[src/mmu_pkg.sv]
`default_nettype none

package mmu_pkg;

    // segment start addresses, only bits 31:29 are decoded
    localparam logic [31:0] KSEG0_BASE = 32'h8000_0000;  // unmapped, cacheable
    localparam logic [31:0] KSEG1_BASE = 32'hA000_0000;  // unmapped, uncached
    localparam logic [31:0] KSEG2_BASE = 32'hC000_0000;  // mapped kernel

    // kuseg is everything below KSEG0_BASE
    // kseg3 is everything from KSEG2_BASE + 512 MiB up
    typedef enum logic [2:0] {
        SEG_KUSEG = 3'd0,
        SEG_KSEG0 = 3'd1,
        SEG_KSEG1 = 3'd2,
        SEG_KSEG2 = 3'd3,
        SEG_KSEG3 = 3'd4
    } seg_e;

    // entry-lo C field value for an uncached page
    localparam logic [2:0] CACHE_UNCACHED = 3'd2;

endpackage

`default_nettype wire

[src/tlb_pkg.sv]
`default_nettype none

package tlb_pkg;

    localparam int VPN2_W = 19;  // va bits 31:13
    localparam int ASID_W = 8;
    localparam int PFN_W  = 20;  // pa bits 31:12
    localparam int CFLD_W = 3;

    // one even/odd pair of 4 KiB pages
    typedef struct packed {
        logic [VPN2_W-1:0] vpn2;
        logic [ASID_W-1:0] asid;
        logic              g;
        // even page, va bit 12 clear
        logic [PFN_W-1:0]  pfn0;
        logic [CFLD_W-1:0] c0;
        logic              d0;
        logic              v0;
        // odd page, va bit 12 set
        logic [PFN_W-1:0]  pfn1;
        logic [CFLD_W-1:0] c1;
        logic              d1;
        logic              v1;
    } tlb_entry_t;

endpackage

`default_nettype wire

[src/memory_map.sv]
`default_nettype none

module memory_map #(
    parameter bit ENABLE_TLB = 1'b1
) (
    input  logic [31:0] addr_i,
    input  logic        en_i,
    input  logic        user_mode_i,
    input  logic        kseg0_uncached_i,
    output logic [31:0] addr_o,
    output logic        uncached_o,
    output logic        use_tlb_o,
    output logic        except_user_o
);
    import mmu_pkg::*;

    seg_e seg;
    logic mapped;

    always_comb begin
        if (!addr_i[31]) begin
            seg = SEG_KUSEG;
        end else if (addr_i[31:29] == KSEG0_BASE[31:29]) begin
            seg = SEG_KSEG0;
        end else if (addr_i[31:29] == KSEG1_BASE[31:29]) begin
            seg = SEG_KSEG1;
        end else if (addr_i[31:29] == KSEG2_BASE[31:29]) begin
            seg = SEG_KSEG2;
        end else begin
            seg = SEG_KSEG3;
        end
    end

    // fixed translation, mapped segments pass through cached
    always_comb begin
        mapped     = 1'b0;
        uncached_o = 1'b0;
        addr_o     = addr_i;
        case (seg)
            SEG_KSEG0: begin
                addr_o     = {3'b000, addr_i[28:0]};
                uncached_o = kseg0_uncached_i;  // config K0 override
            end
            SEG_KSEG1: begin
                addr_o     = {3'b000, addr_i[28:0]};
                uncached_o = 1'b1;
            end
            default: begin
                mapped = 1'b1;  // kuseg, kseg2, kseg3
            end
        endcase
    end

    assign use_tlb_o = ENABLE_TLB & mapped;

    // any kernel address from user mode
    assign except_user_o = en_i & user_mode_i & addr_i[31];

endmodule

`default_nettype wire

[src/tlb.sv]
`default_nettype none

module tlb #(
    parameter  int TLB_ENTRIES = 16,
    localparam int IDX_W       = $clog2(TLB_ENTRIES)
) (
    input  logic                       clk,
    input  logic                       arst_n_i,
    input  logic [tlb_pkg::ASID_W-1:0] asid_i,

    input  logic [31:0]                inst_addr_i,
    output logic [31:0]                inst_addr_o,
    output logic                       inst_uncached_o,
    output logic                       inst_miss_o,
    output logic                       inst_valid_o,

    input  logic [31:0]                data_addr_i,
    output logic [31:0]                data_addr_o,
    output logic                       data_uncached_o,
    output logic                       data_miss_o,
    output logic                       data_valid_o,
    output logic                       data_dirty_o,

    input  logic                       tlb_we_i,
    input  logic [IDX_W-1:0]           tlb_index_i,
    input  logic [tlb_pkg::VPN2_W-1:0] entry_vpn2_i,
    input  logic [tlb_pkg::ASID_W-1:0] entry_asid_i,
    input  logic                       entry_g_i,
    input  logic [tlb_pkg::PFN_W-1:0]  lo0_pfn_i,
    input  logic [tlb_pkg::CFLD_W-1:0] lo0_c_i,
    input  logic                       lo0_d_i,
    input  logic                       lo0_v_i,
    input  logic [tlb_pkg::PFN_W-1:0]  lo1_pfn_i,
    input  logic [tlb_pkg::CFLD_W-1:0] lo1_c_i,
    input  logic                       lo1_d_i,
    input  logic                       lo1_v_i,

    input  logic                       tlb_probe_i,
    output logic [31:0]                tlb_probe_res_o
);
    import mmu_pkg::*;
    import tlb_pkg::*;

    typedef struct packed {
        logic [PFN_W-1:0]  pfn;
        logic [CFLD_W-1:0] c;
        logic              d;
        logic              v;
    } page_t;

    tlb_entry_t             entries_q [TLB_ENTRIES];
    logic [TLB_ENTRIES-1:0] filled_q;  // never-written entries cannot match
    tlb_entry_t             wr_entry;

    logic                   inst_hit;
    logic                   data_hit;
    logic                   probe_hit;
    logic [IDX_W-1:0]       inst_idx;
    logic [IDX_W-1:0]       data_idx;
    logic [IDX_W-1:0]       probe_idx;
    page_t                  inst_pg;
    page_t                  data_pg;

    function automatic logic match(input tlb_entry_t e, input logic filled,
                                   input logic [VPN2_W-1:0] vpn2,
                                   input logic [ASID_W-1:0] asid);
        return filled && (e.vpn2 == vpn2) && (e.g || (e.asid == asid));
    endfunction

    function automatic page_t pick(input tlb_entry_t e, input logic odd);
        page_t p;
        if (odd) begin
            p = '{pfn: e.pfn1, c: e.c1, d: e.d1, v: e.v1};
        end else begin
            p = '{pfn: e.pfn0, c: e.c0, d: e.d0, v: e.v0};
        end
        return p;
    endfunction

    // fully associative search, descending so the lowest index wins
    always_comb begin
        inst_hit  = 1'b0;
        inst_idx  = '0;
        data_hit  = 1'b0;
        data_idx  = '0;
        probe_hit = 1'b0;
        probe_idx = '0;
        for (int i = TLB_ENTRIES - 1; i >= 0; i--) begin
            if (match(entries_q[i], filled_q[i], inst_addr_i[31:13], asid_i)) begin
                inst_hit = 1'b1;
                inst_idx = IDX_W'(i);
            end
            if (match(entries_q[i], filled_q[i], data_addr_i[31:13], asid_i)) begin
                data_hit = 1'b1;
                data_idx = IDX_W'(i);
            end
            if (match(entries_q[i], filled_q[i], entry_vpn2_i, entry_asid_i)) begin
                probe_hit = 1'b1;
                probe_idx = IDX_W'(i);
            end
        end
    end

    assign inst_pg = pick(entries_q[inst_idx], inst_addr_i[12]);
    assign data_pg = pick(entries_q[data_idx], data_addr_i[12]);

    // on a miss the va goes out unchanged
    assign inst_miss_o     = ~inst_hit;
    assign inst_valid_o    = inst_hit & inst_pg.v;
    assign inst_uncached_o = inst_hit & (inst_pg.c == CACHE_UNCACHED);
    assign inst_addr_o     = inst_hit ? {inst_pg.pfn, inst_addr_i[11:0]} : inst_addr_i;

    assign data_miss_o     = ~data_hit;
    assign data_valid_o    = data_hit & data_pg.v;
    assign data_uncached_o = data_hit & (data_pg.c == CACHE_UNCACHED);
    assign data_dirty_o    = data_hit & data_pg.d;
    assign data_addr_o     = data_hit ? {data_pg.pfn, data_addr_i[11:0]} : data_addr_i;

    always_comb begin
        wr_entry      = '0;
        wr_entry.vpn2 = entry_vpn2_i;
        wr_entry.asid = entry_asid_i;
        wr_entry.g    = entry_g_i;
        wr_entry.pfn0 = lo0_pfn_i;
        wr_entry.c0   = lo0_c_i;
        wr_entry.d0   = lo0_d_i;
        wr_entry.v0   = lo0_v_i;
        wr_entry.pfn1 = lo1_pfn_i;
        wr_entry.c1   = lo1_c_i;
        wr_entry.d1   = lo1_d_i;
        wr_entry.v1   = lo1_v_i;
    end

    // indexed write, visible to lookups next cycle
    always_ff @(posedge clk or negedge arst_n_i) begin
        if (!arst_n_i) begin
            entries_q <= '{default: '0};
            filled_q  <= '0;
        end else if (tlb_we_i) begin
            entries_q[tlb_index_i] <= wr_entry;
            filled_q[tlb_index_i]  <= 1'b1;
        end
    end

    always_ff @(posedge clk or negedge arst_n_i) begin
        if (!arst_n_i) begin
            tlb_probe_res_o <= 32'h8000_0000;
        end else if (tlb_probe_i) begin
            tlb_probe_res_o <= {~probe_hit, {(31 - IDX_W){1'b0}}, probe_idx};  // bit 31 = not found
        end
    end

endmodule

`default_nettype wire

[src/mmu.sv]
`default_nettype none

module mmu #(
    parameter  bit ENABLE_TLB  = 1'b1,
    parameter  int TLB_ENTRIES = 16,
    localparam int IDX_W       = $clog2(TLB_ENTRIES)
) (
    input  logic                       clk,
    input  logic                       arst_n_i,

    input  logic                       user_mode_i,
    input  logic                       kseg0_uncached_i,
    input  logic [tlb_pkg::ASID_W-1:0] asid_i,

    input  logic [31:0]                inst_addr_i,
    input  logic                       inst_en_i,
    output logic [31:0]                inst_addr_o,
    output logic                       inst_uncached_o,
    output logic                       inst_except_miss_o,
    output logic                       inst_except_invalid_o,
    output logic                       inst_except_user_o,

    input  logic [31:0]                data_addr_i,
    input  logic                       data_en_i,
    input  logic                       data_we_i,
    output logic [31:0]                data_addr_o,
    output logic                       data_uncached_o,
    output logic                       data_except_miss_o,
    output logic                       data_except_invalid_o,
    output logic                       data_except_user_o,
    output logic                       data_except_modified_o,

    input  logic                       tlb_we_i,
    input  logic [IDX_W-1:0]           tlb_index_i,
    input  logic [tlb_pkg::VPN2_W-1:0] entry_vpn2_i,
    input  logic [tlb_pkg::ASID_W-1:0] entry_asid_i,
    input  logic                       entry_g_i,
    input  logic [tlb_pkg::PFN_W-1:0]  lo0_pfn_i,
    input  logic [tlb_pkg::CFLD_W-1:0] lo0_c_i,
    input  logic                       lo0_d_i,
    input  logic                       lo0_v_i,
    input  logic [tlb_pkg::PFN_W-1:0]  lo1_pfn_i,
    input  logic [tlb_pkg::CFLD_W-1:0] lo1_c_i,
    input  logic                       lo1_d_i,
    input  logic                       lo1_v_i,

    input  logic                       tlb_probe_i,
    output logic [31:0]                tlb_probe_res_o
);

    logic [31:0] inst_addr_map;
    logic [31:0] inst_addr_tlb;
    logic        inst_uncached_map;
    logic        inst_uncached_tlb;
    logic        inst_use_tlb;
    logic        inst_miss;
    logic        inst_valid;

    logic [31:0] data_addr_map;
    logic [31:0] data_addr_tlb;
    logic        data_uncached_map;
    logic        data_uncached_tlb;
    logic        data_use_tlb;
    logic        data_miss;
    logic        data_valid;
    logic        data_dirty;

    memory_map #(
        .ENABLE_TLB(ENABLE_TLB)
    ) u_map_inst (
        .addr_i          (inst_addr_i),
        .en_i            (inst_en_i),
        .user_mode_i     (user_mode_i),
        .kseg0_uncached_i(kseg0_uncached_i),
        .addr_o          (inst_addr_map),
        .uncached_o      (inst_uncached_map),
        .use_tlb_o       (inst_use_tlb),
        .except_user_o   (inst_except_user_o)
    );

    memory_map #(
        .ENABLE_TLB(ENABLE_TLB)
    ) u_map_data (
        .addr_i          (data_addr_i),
        .en_i            (data_en_i),
        .user_mode_i     (user_mode_i),
        .kseg0_uncached_i(kseg0_uncached_i),
        .addr_o          (data_addr_map),
        .uncached_o      (data_uncached_map),
        .use_tlb_o       (data_use_tlb),
        .except_user_o   (data_except_user_o)
    );

    generate
        if (ENABLE_TLB) begin : g_tlb
            tlb #(
                .TLB_ENTRIES(TLB_ENTRIES)
            ) u_tlb (
                .clk            (clk),
                .arst_n_i       (arst_n_i),
                .asid_i         (asid_i),
                .inst_addr_i    (inst_addr_i),
                .inst_addr_o    (inst_addr_tlb),
                .inst_uncached_o(inst_uncached_tlb),
                .inst_miss_o    (inst_miss),
                .inst_valid_o   (inst_valid),
                .data_addr_i    (data_addr_i),
                .data_addr_o    (data_addr_tlb),
                .data_uncached_o(data_uncached_tlb),
                .data_miss_o    (data_miss),
                .data_valid_o   (data_valid),
                .data_dirty_o   (data_dirty),
                .tlb_we_i       (tlb_we_i),
                .tlb_index_i    (tlb_index_i),
                .entry_vpn2_i   (entry_vpn2_i),
                .entry_asid_i   (entry_asid_i),
                .entry_g_i      (entry_g_i),
                .lo0_pfn_i      (lo0_pfn_i),
                .lo0_c_i        (lo0_c_i),
                .lo0_d_i        (lo0_d_i),
                .lo0_v_i        (lo0_v_i),
                .lo1_pfn_i      (lo1_pfn_i),
                .lo1_c_i        (lo1_c_i),
                .lo1_d_i        (lo1_d_i),
                .lo1_v_i        (lo1_v_i),
                .tlb_probe_i    (tlb_probe_i),
                .tlb_probe_res_o(tlb_probe_res_o)
            );
        end else begin : g_no_tlb
            assign inst_addr_tlb     = inst_addr_i;  // passthrough
            assign inst_uncached_tlb = 1'b0;
            assign inst_miss         = 1'b0;
            assign inst_valid        = 1'b1;
            assign data_addr_tlb     = data_addr_i;
            assign data_uncached_tlb = 1'b0;
            assign data_miss         = 1'b0;
            assign data_valid        = 1'b1;
            assign data_dirty        = 1'b0;
            assign tlb_probe_res_o   = 32'h8000_0000;  // never found
        end
    endgenerate

    assign inst_addr_o     = inst_use_tlb ? inst_addr_tlb : inst_addr_map;
    assign inst_uncached_o = inst_use_tlb ? inst_uncached_tlb : inst_uncached_map;
    assign data_addr_o     = data_use_tlb ? data_addr_tlb : data_addr_map;
    assign data_uncached_o = data_use_tlb ? data_uncached_tlb : data_uncached_map;

    assign inst_except_miss_o    = inst_en_i & inst_use_tlb & inst_miss;
    assign inst_except_invalid_o = inst_en_i & inst_use_tlb & ~inst_miss & ~inst_valid;

    assign data_except_miss_o    = data_en_i & data_use_tlb & data_miss;
    assign data_except_invalid_o = data_en_i & data_use_tlb & ~data_miss & ~data_valid;
    // store to a clean page
    assign data_except_modified_o = data_en_i & data_use_tlb & ~data_miss & data_valid
                                  & data_we_i & ~data_dirty;

endmodule

`default_nettype wire

[config.mk]
export PLATFORM = sky130hd
export DESIGN_NAME = mmu
export DESIGN_NICKNAME = d
export VERILOG_FILES = /design/src/mmu_pkg.sv /design/src/tlb_pkg.sv /design/src/memory_map.sv /design/src/tlb.sv /design/src/mmu.sv
export SDC_FILE = /design/constraint.sdc
export NUM_CORES = 2
export LEC_CHECK = 0
export BUFFER_PORTS_ARGS = -buffer_cell sky130_fd_sc_hd__buf_4
export CORE_UTILIZATION = 50
export CTS_CLUSTER_DIAMETER = 200
export DETAILED_ROUTE_END_ITERATION = 8
export HOLD_SLACK_MARGIN = 0.08
export PLACE_DENSITY_LB_ADDON = 0.05
export SLEW_MARGIN = 20
export SYNTH_ARGS = -nofsm -noshare
export SYNTH_HDL_FRONTEND = slang
export SYNTH_SLANG_ARGS = --single-unit
[constraint.sdc]
create_clock -name clk -period 3.76 [get_ports clk]
set_clock_uncertainty 0.05 [all_clocks]
set_input_delay 0.188 -clock clk [delete_from_list [all_inputs] [get_ports clk]]
set_output_delay 0.188 -clock clk [all_outputs]
set_load 0.02 [all_outputs]
==> results.md <==
- Max Transition Viols Final: 0
- Synth Register Bits: 1,269
- Maximum root-to-sink buffer count: 3
- Req. time, crit path: 3520 ps
- CP startpoint kind: flop
- Final setup margin: -1645 ps
- Num CTS Buffers: 148
- Initial Util: 50.61%
- Post-synthesis cell area: about 76,000 um^2
- I/O pins: 268
- Ys flop type: dfrtp_1
- Unrepaired setup endpoints after global routing: true
- Worst slack, placed: -1754 ps
- Hold Vio Cnt, Final: 0
- Maximum ir drop on the vdd rail: roughly 0.44 mV
- CTS clock-pin slew for the worst setup and hold paths: about 60 ps
- Most frequent cells in the layout: mux2_2 (1,323), buf_4 (1,285), dfrtp_1 (1,266)
- Synth Instances: 6,835
- NumNets Final: 8,226
- Hold path depth: 3
- Routed Antenna Nets: 0
- Core Util, Final: 66.13%
- H-tree depth: 4
- DRC viols: 0
- Largest family of logic cells by synthesized area: multiplexers
- Avg Cell Area, Syn: 11.14 um^2
- Largest net degree at the start of global routing: approximately 140
- Setup TNS: -68,990 ps
- Ys async rst share: 100.0%
- RePlAce Congestion: 0.9977
- TritonCTS sink count: 1,269
- Depth of the most critical reg-to-reg path: 15
- Sequential share of the synthesized area: a little over two fifths
- Syn. warnings: 0
- Fillers: 11,725
- Slew headroom: between 10 and 15%
- Placed cells: 9,688
- Total GRT Usage: 39.49%
- Non-Filler Instances: 10,203
- Cell taking the most area after synthesis: dfrtp_1
- HPWL Detailed: 204.2 mm
- Worst EP arrival: 5170 ps
- Simple-gate share of the synthesized area: 8.889%
- Yosys cell types: 102
- Vias in the first global route: 63,063
- CTS tree: built
- Drt wl/cell: around 30 um
- Row count: 142
- Layout area overhead: 30.66%
- Total gr overflow: 0
- Crit end category: output port
- Vias/cell: 6.137
- P_leak: 44.91 nW
- CTS root buffer: clkbuf_16
- Tcrit/Tclk final: 143.8%
- Adder-Cell Fraction of Synth Area: 0%
- Post-synth top area share: about two fifths
- Tmin final: about 5400 ps
- Fin area: about 100,000 um^2
- Core area: 150,500 um^2
- Worst-skew pair later-pin latency: ~800 ps
- Die height: 392.3 um
- Hold Crit Class: in -> reg
- Top post-synthesis cells by area: dfrtp_1 (42%), mux2_2 (20%), xor2_1 (7.4%), xnor2_1 (6.1%), mux2i_1 (5.4%)
- CP Class: reg -> out
- CP Max Fanout: 8
- Port buffer count: 192
- First-pass GRT wire length: roughly 440 mm
- Most common cell after layout, fill and taps aside: mux2_2
- Final WL: 306.3 mm
- DP Area: 88,520 um^2
- Setup Viol. Count Final: between 40 and 50
- DRT Pass-1 Iters: 9
- Failing checks: setup timing
- Max-Cap Viols: 0
- Die area: 153,900 um^2
- Antenna violations before repair: 12
- Worst-margin pin slew: 1312 ps
- Vias: 62,620
- Status: complete, but fails checks
- Post-synth EDFFs: 0
- Fmax: approximately 190 MHz
- Initial drt markers: 6,020
- Pwr dens: 493.3 nW/um^2
- R2r setup slk: 90 ps
- Post-synthesis xor/xnor area fraction: between 10% and 20%
- Mux contribution to synthesized area: ~26%
- Area fraction in compound gates after synthesis: 5.763%
- Die X: 392.3 um
- Layout cells sized above 1: approximately 45%
==> per-layer routing <==
metal	GRT usage [%]	share of wire, %	vias to the layer above
met5	0	0.0088	-
met4	22.74	6.6	4
met3	7.050	8.0	861
met2	61.81	45	2951
met1	51.42	40	32053
li1	-	-	26751
==> report_power, final <==
part	internal (W)	switching (W)	total, W
registers	0.0168	0.00270	0.0195
logic	0.00763	0.00628	0.0139
clock network	0.00940	0.00624	0.0156
==> Yosys cell counts, drive strengths merged, types with 7 or more instances <==
cell type and number:
or3 7, nor4 186, clkbuf 339, a41o 9, nor2b 14, o41ai 9
o221ai 17, o2111ai 9, a21oi 120, nand4 156, nor2 137, o22ai 67
buf 296, and3 20, a22oi 22, nand3 132, a211o 15, xor2 640
a31oi 28, xnor2 528, and2 10, nand2 513, mux2i 410, a21o 8
o21ai 125, inv 21, mux4 20, a221oi 45, a2111oi 12, a22o 16
o211ai 12, dfrtp 1268, nor3 64, a211oi 60, or2 19, or4 10
nor4b 15, nand2b 14, and4 7, mux2 1338, nor3b 19
==> path summary, 6_finish.rpt <==
path / end / startpoint
worst max-delay path: inst_except_invalid_o / g_tlb.u_tlb.entries_q[143]
worst max register to register: g_tlb.u_tlb.tlb_probe_res_o[0] / g_tlb.u_tlb.entries_q[131]
worst min-delay path: g_tlb.u_tlb.filled_q[2] / tlb_index_i[3]
min in group asynchronous: g_tlb.u_tlb.entries_q[206] / arst_n_i
max in group asynchronous: g_tlb.u_tlb.entries_q[1050] / arst_n_i
worst min register to register: g_tlb.u_tlb.tlb_probe_res_o[31] / g_tlb.u_tlb.tlb_probe_res_o[31]
==> critical path: stages (launching register included) <==
cell	delay [ps]
dfrtp_1	390
xnor2_1	160
nand4_1	140
nor4_2	320
buf_4	190
nand4_1	140
a211o_1	350
a311o_1	390
a32oi_4	220
buf_12	150
buf_16	180
buf_16	180
buf_12	150
buf_8	110
mux2_2	380
o221ai_2	240
a21oi_1	110
nor4_4	260
buf_4	180
buf_6	110
==> cells by family after synthesis <==
kind of cell              Yosys count
AOI/OAI and AO/OA                 627
xor gates and xnor gates         1168
buffers and inverters             658
DFF                              1269
muxes                            1768
other                               1
and+or+nand+nor                  1344
==> final cells by class <==
type                    instances  area, um^2  area share, %
flip-flops and latches       1269       31760          31.91
inverters                      23       91.34        0.09178
clock buffers                 208        4405          4.427
well taps                    2016        2522          2.535
repair buffers               1687       16170          16.25
diodes                         10       25.02        0.02514
multi-input cells            4934       43730          43.94
clock inverters                56       812.0         0.8160
==> sequential cells by signal (all words and copies together) (netlist names) <==
name / flops
g_tlb.u_tlb.entries_q: 1248
g_tlb.u_tlb.filled_q: 16
g_tlb.u_tlb.tlb_probe_res_o: 5
==> timing repair <==
item	CTS	global route
setup buffers	107	53
gates cloned	19	3
hold endpoints to repair	2240	0
resized for setup	476	209
setup endpoints to repair	48	48
pin swaps	178	132
hold buffers	84	0
==> metrics by stage <==
stage / power [W] / hold slack [ps]
after floorplan: 0.02726 / -157.6
after global placement: 0.03232 / 120.2
after detailed placement: 0.03267 / 120.9
after CTS: 0.04879 / 98.33
after global routing: 0.05114 / 139.2
final: 0.04910 / 136.3
No activity file was read; power rests on OpenSTA's default activity.
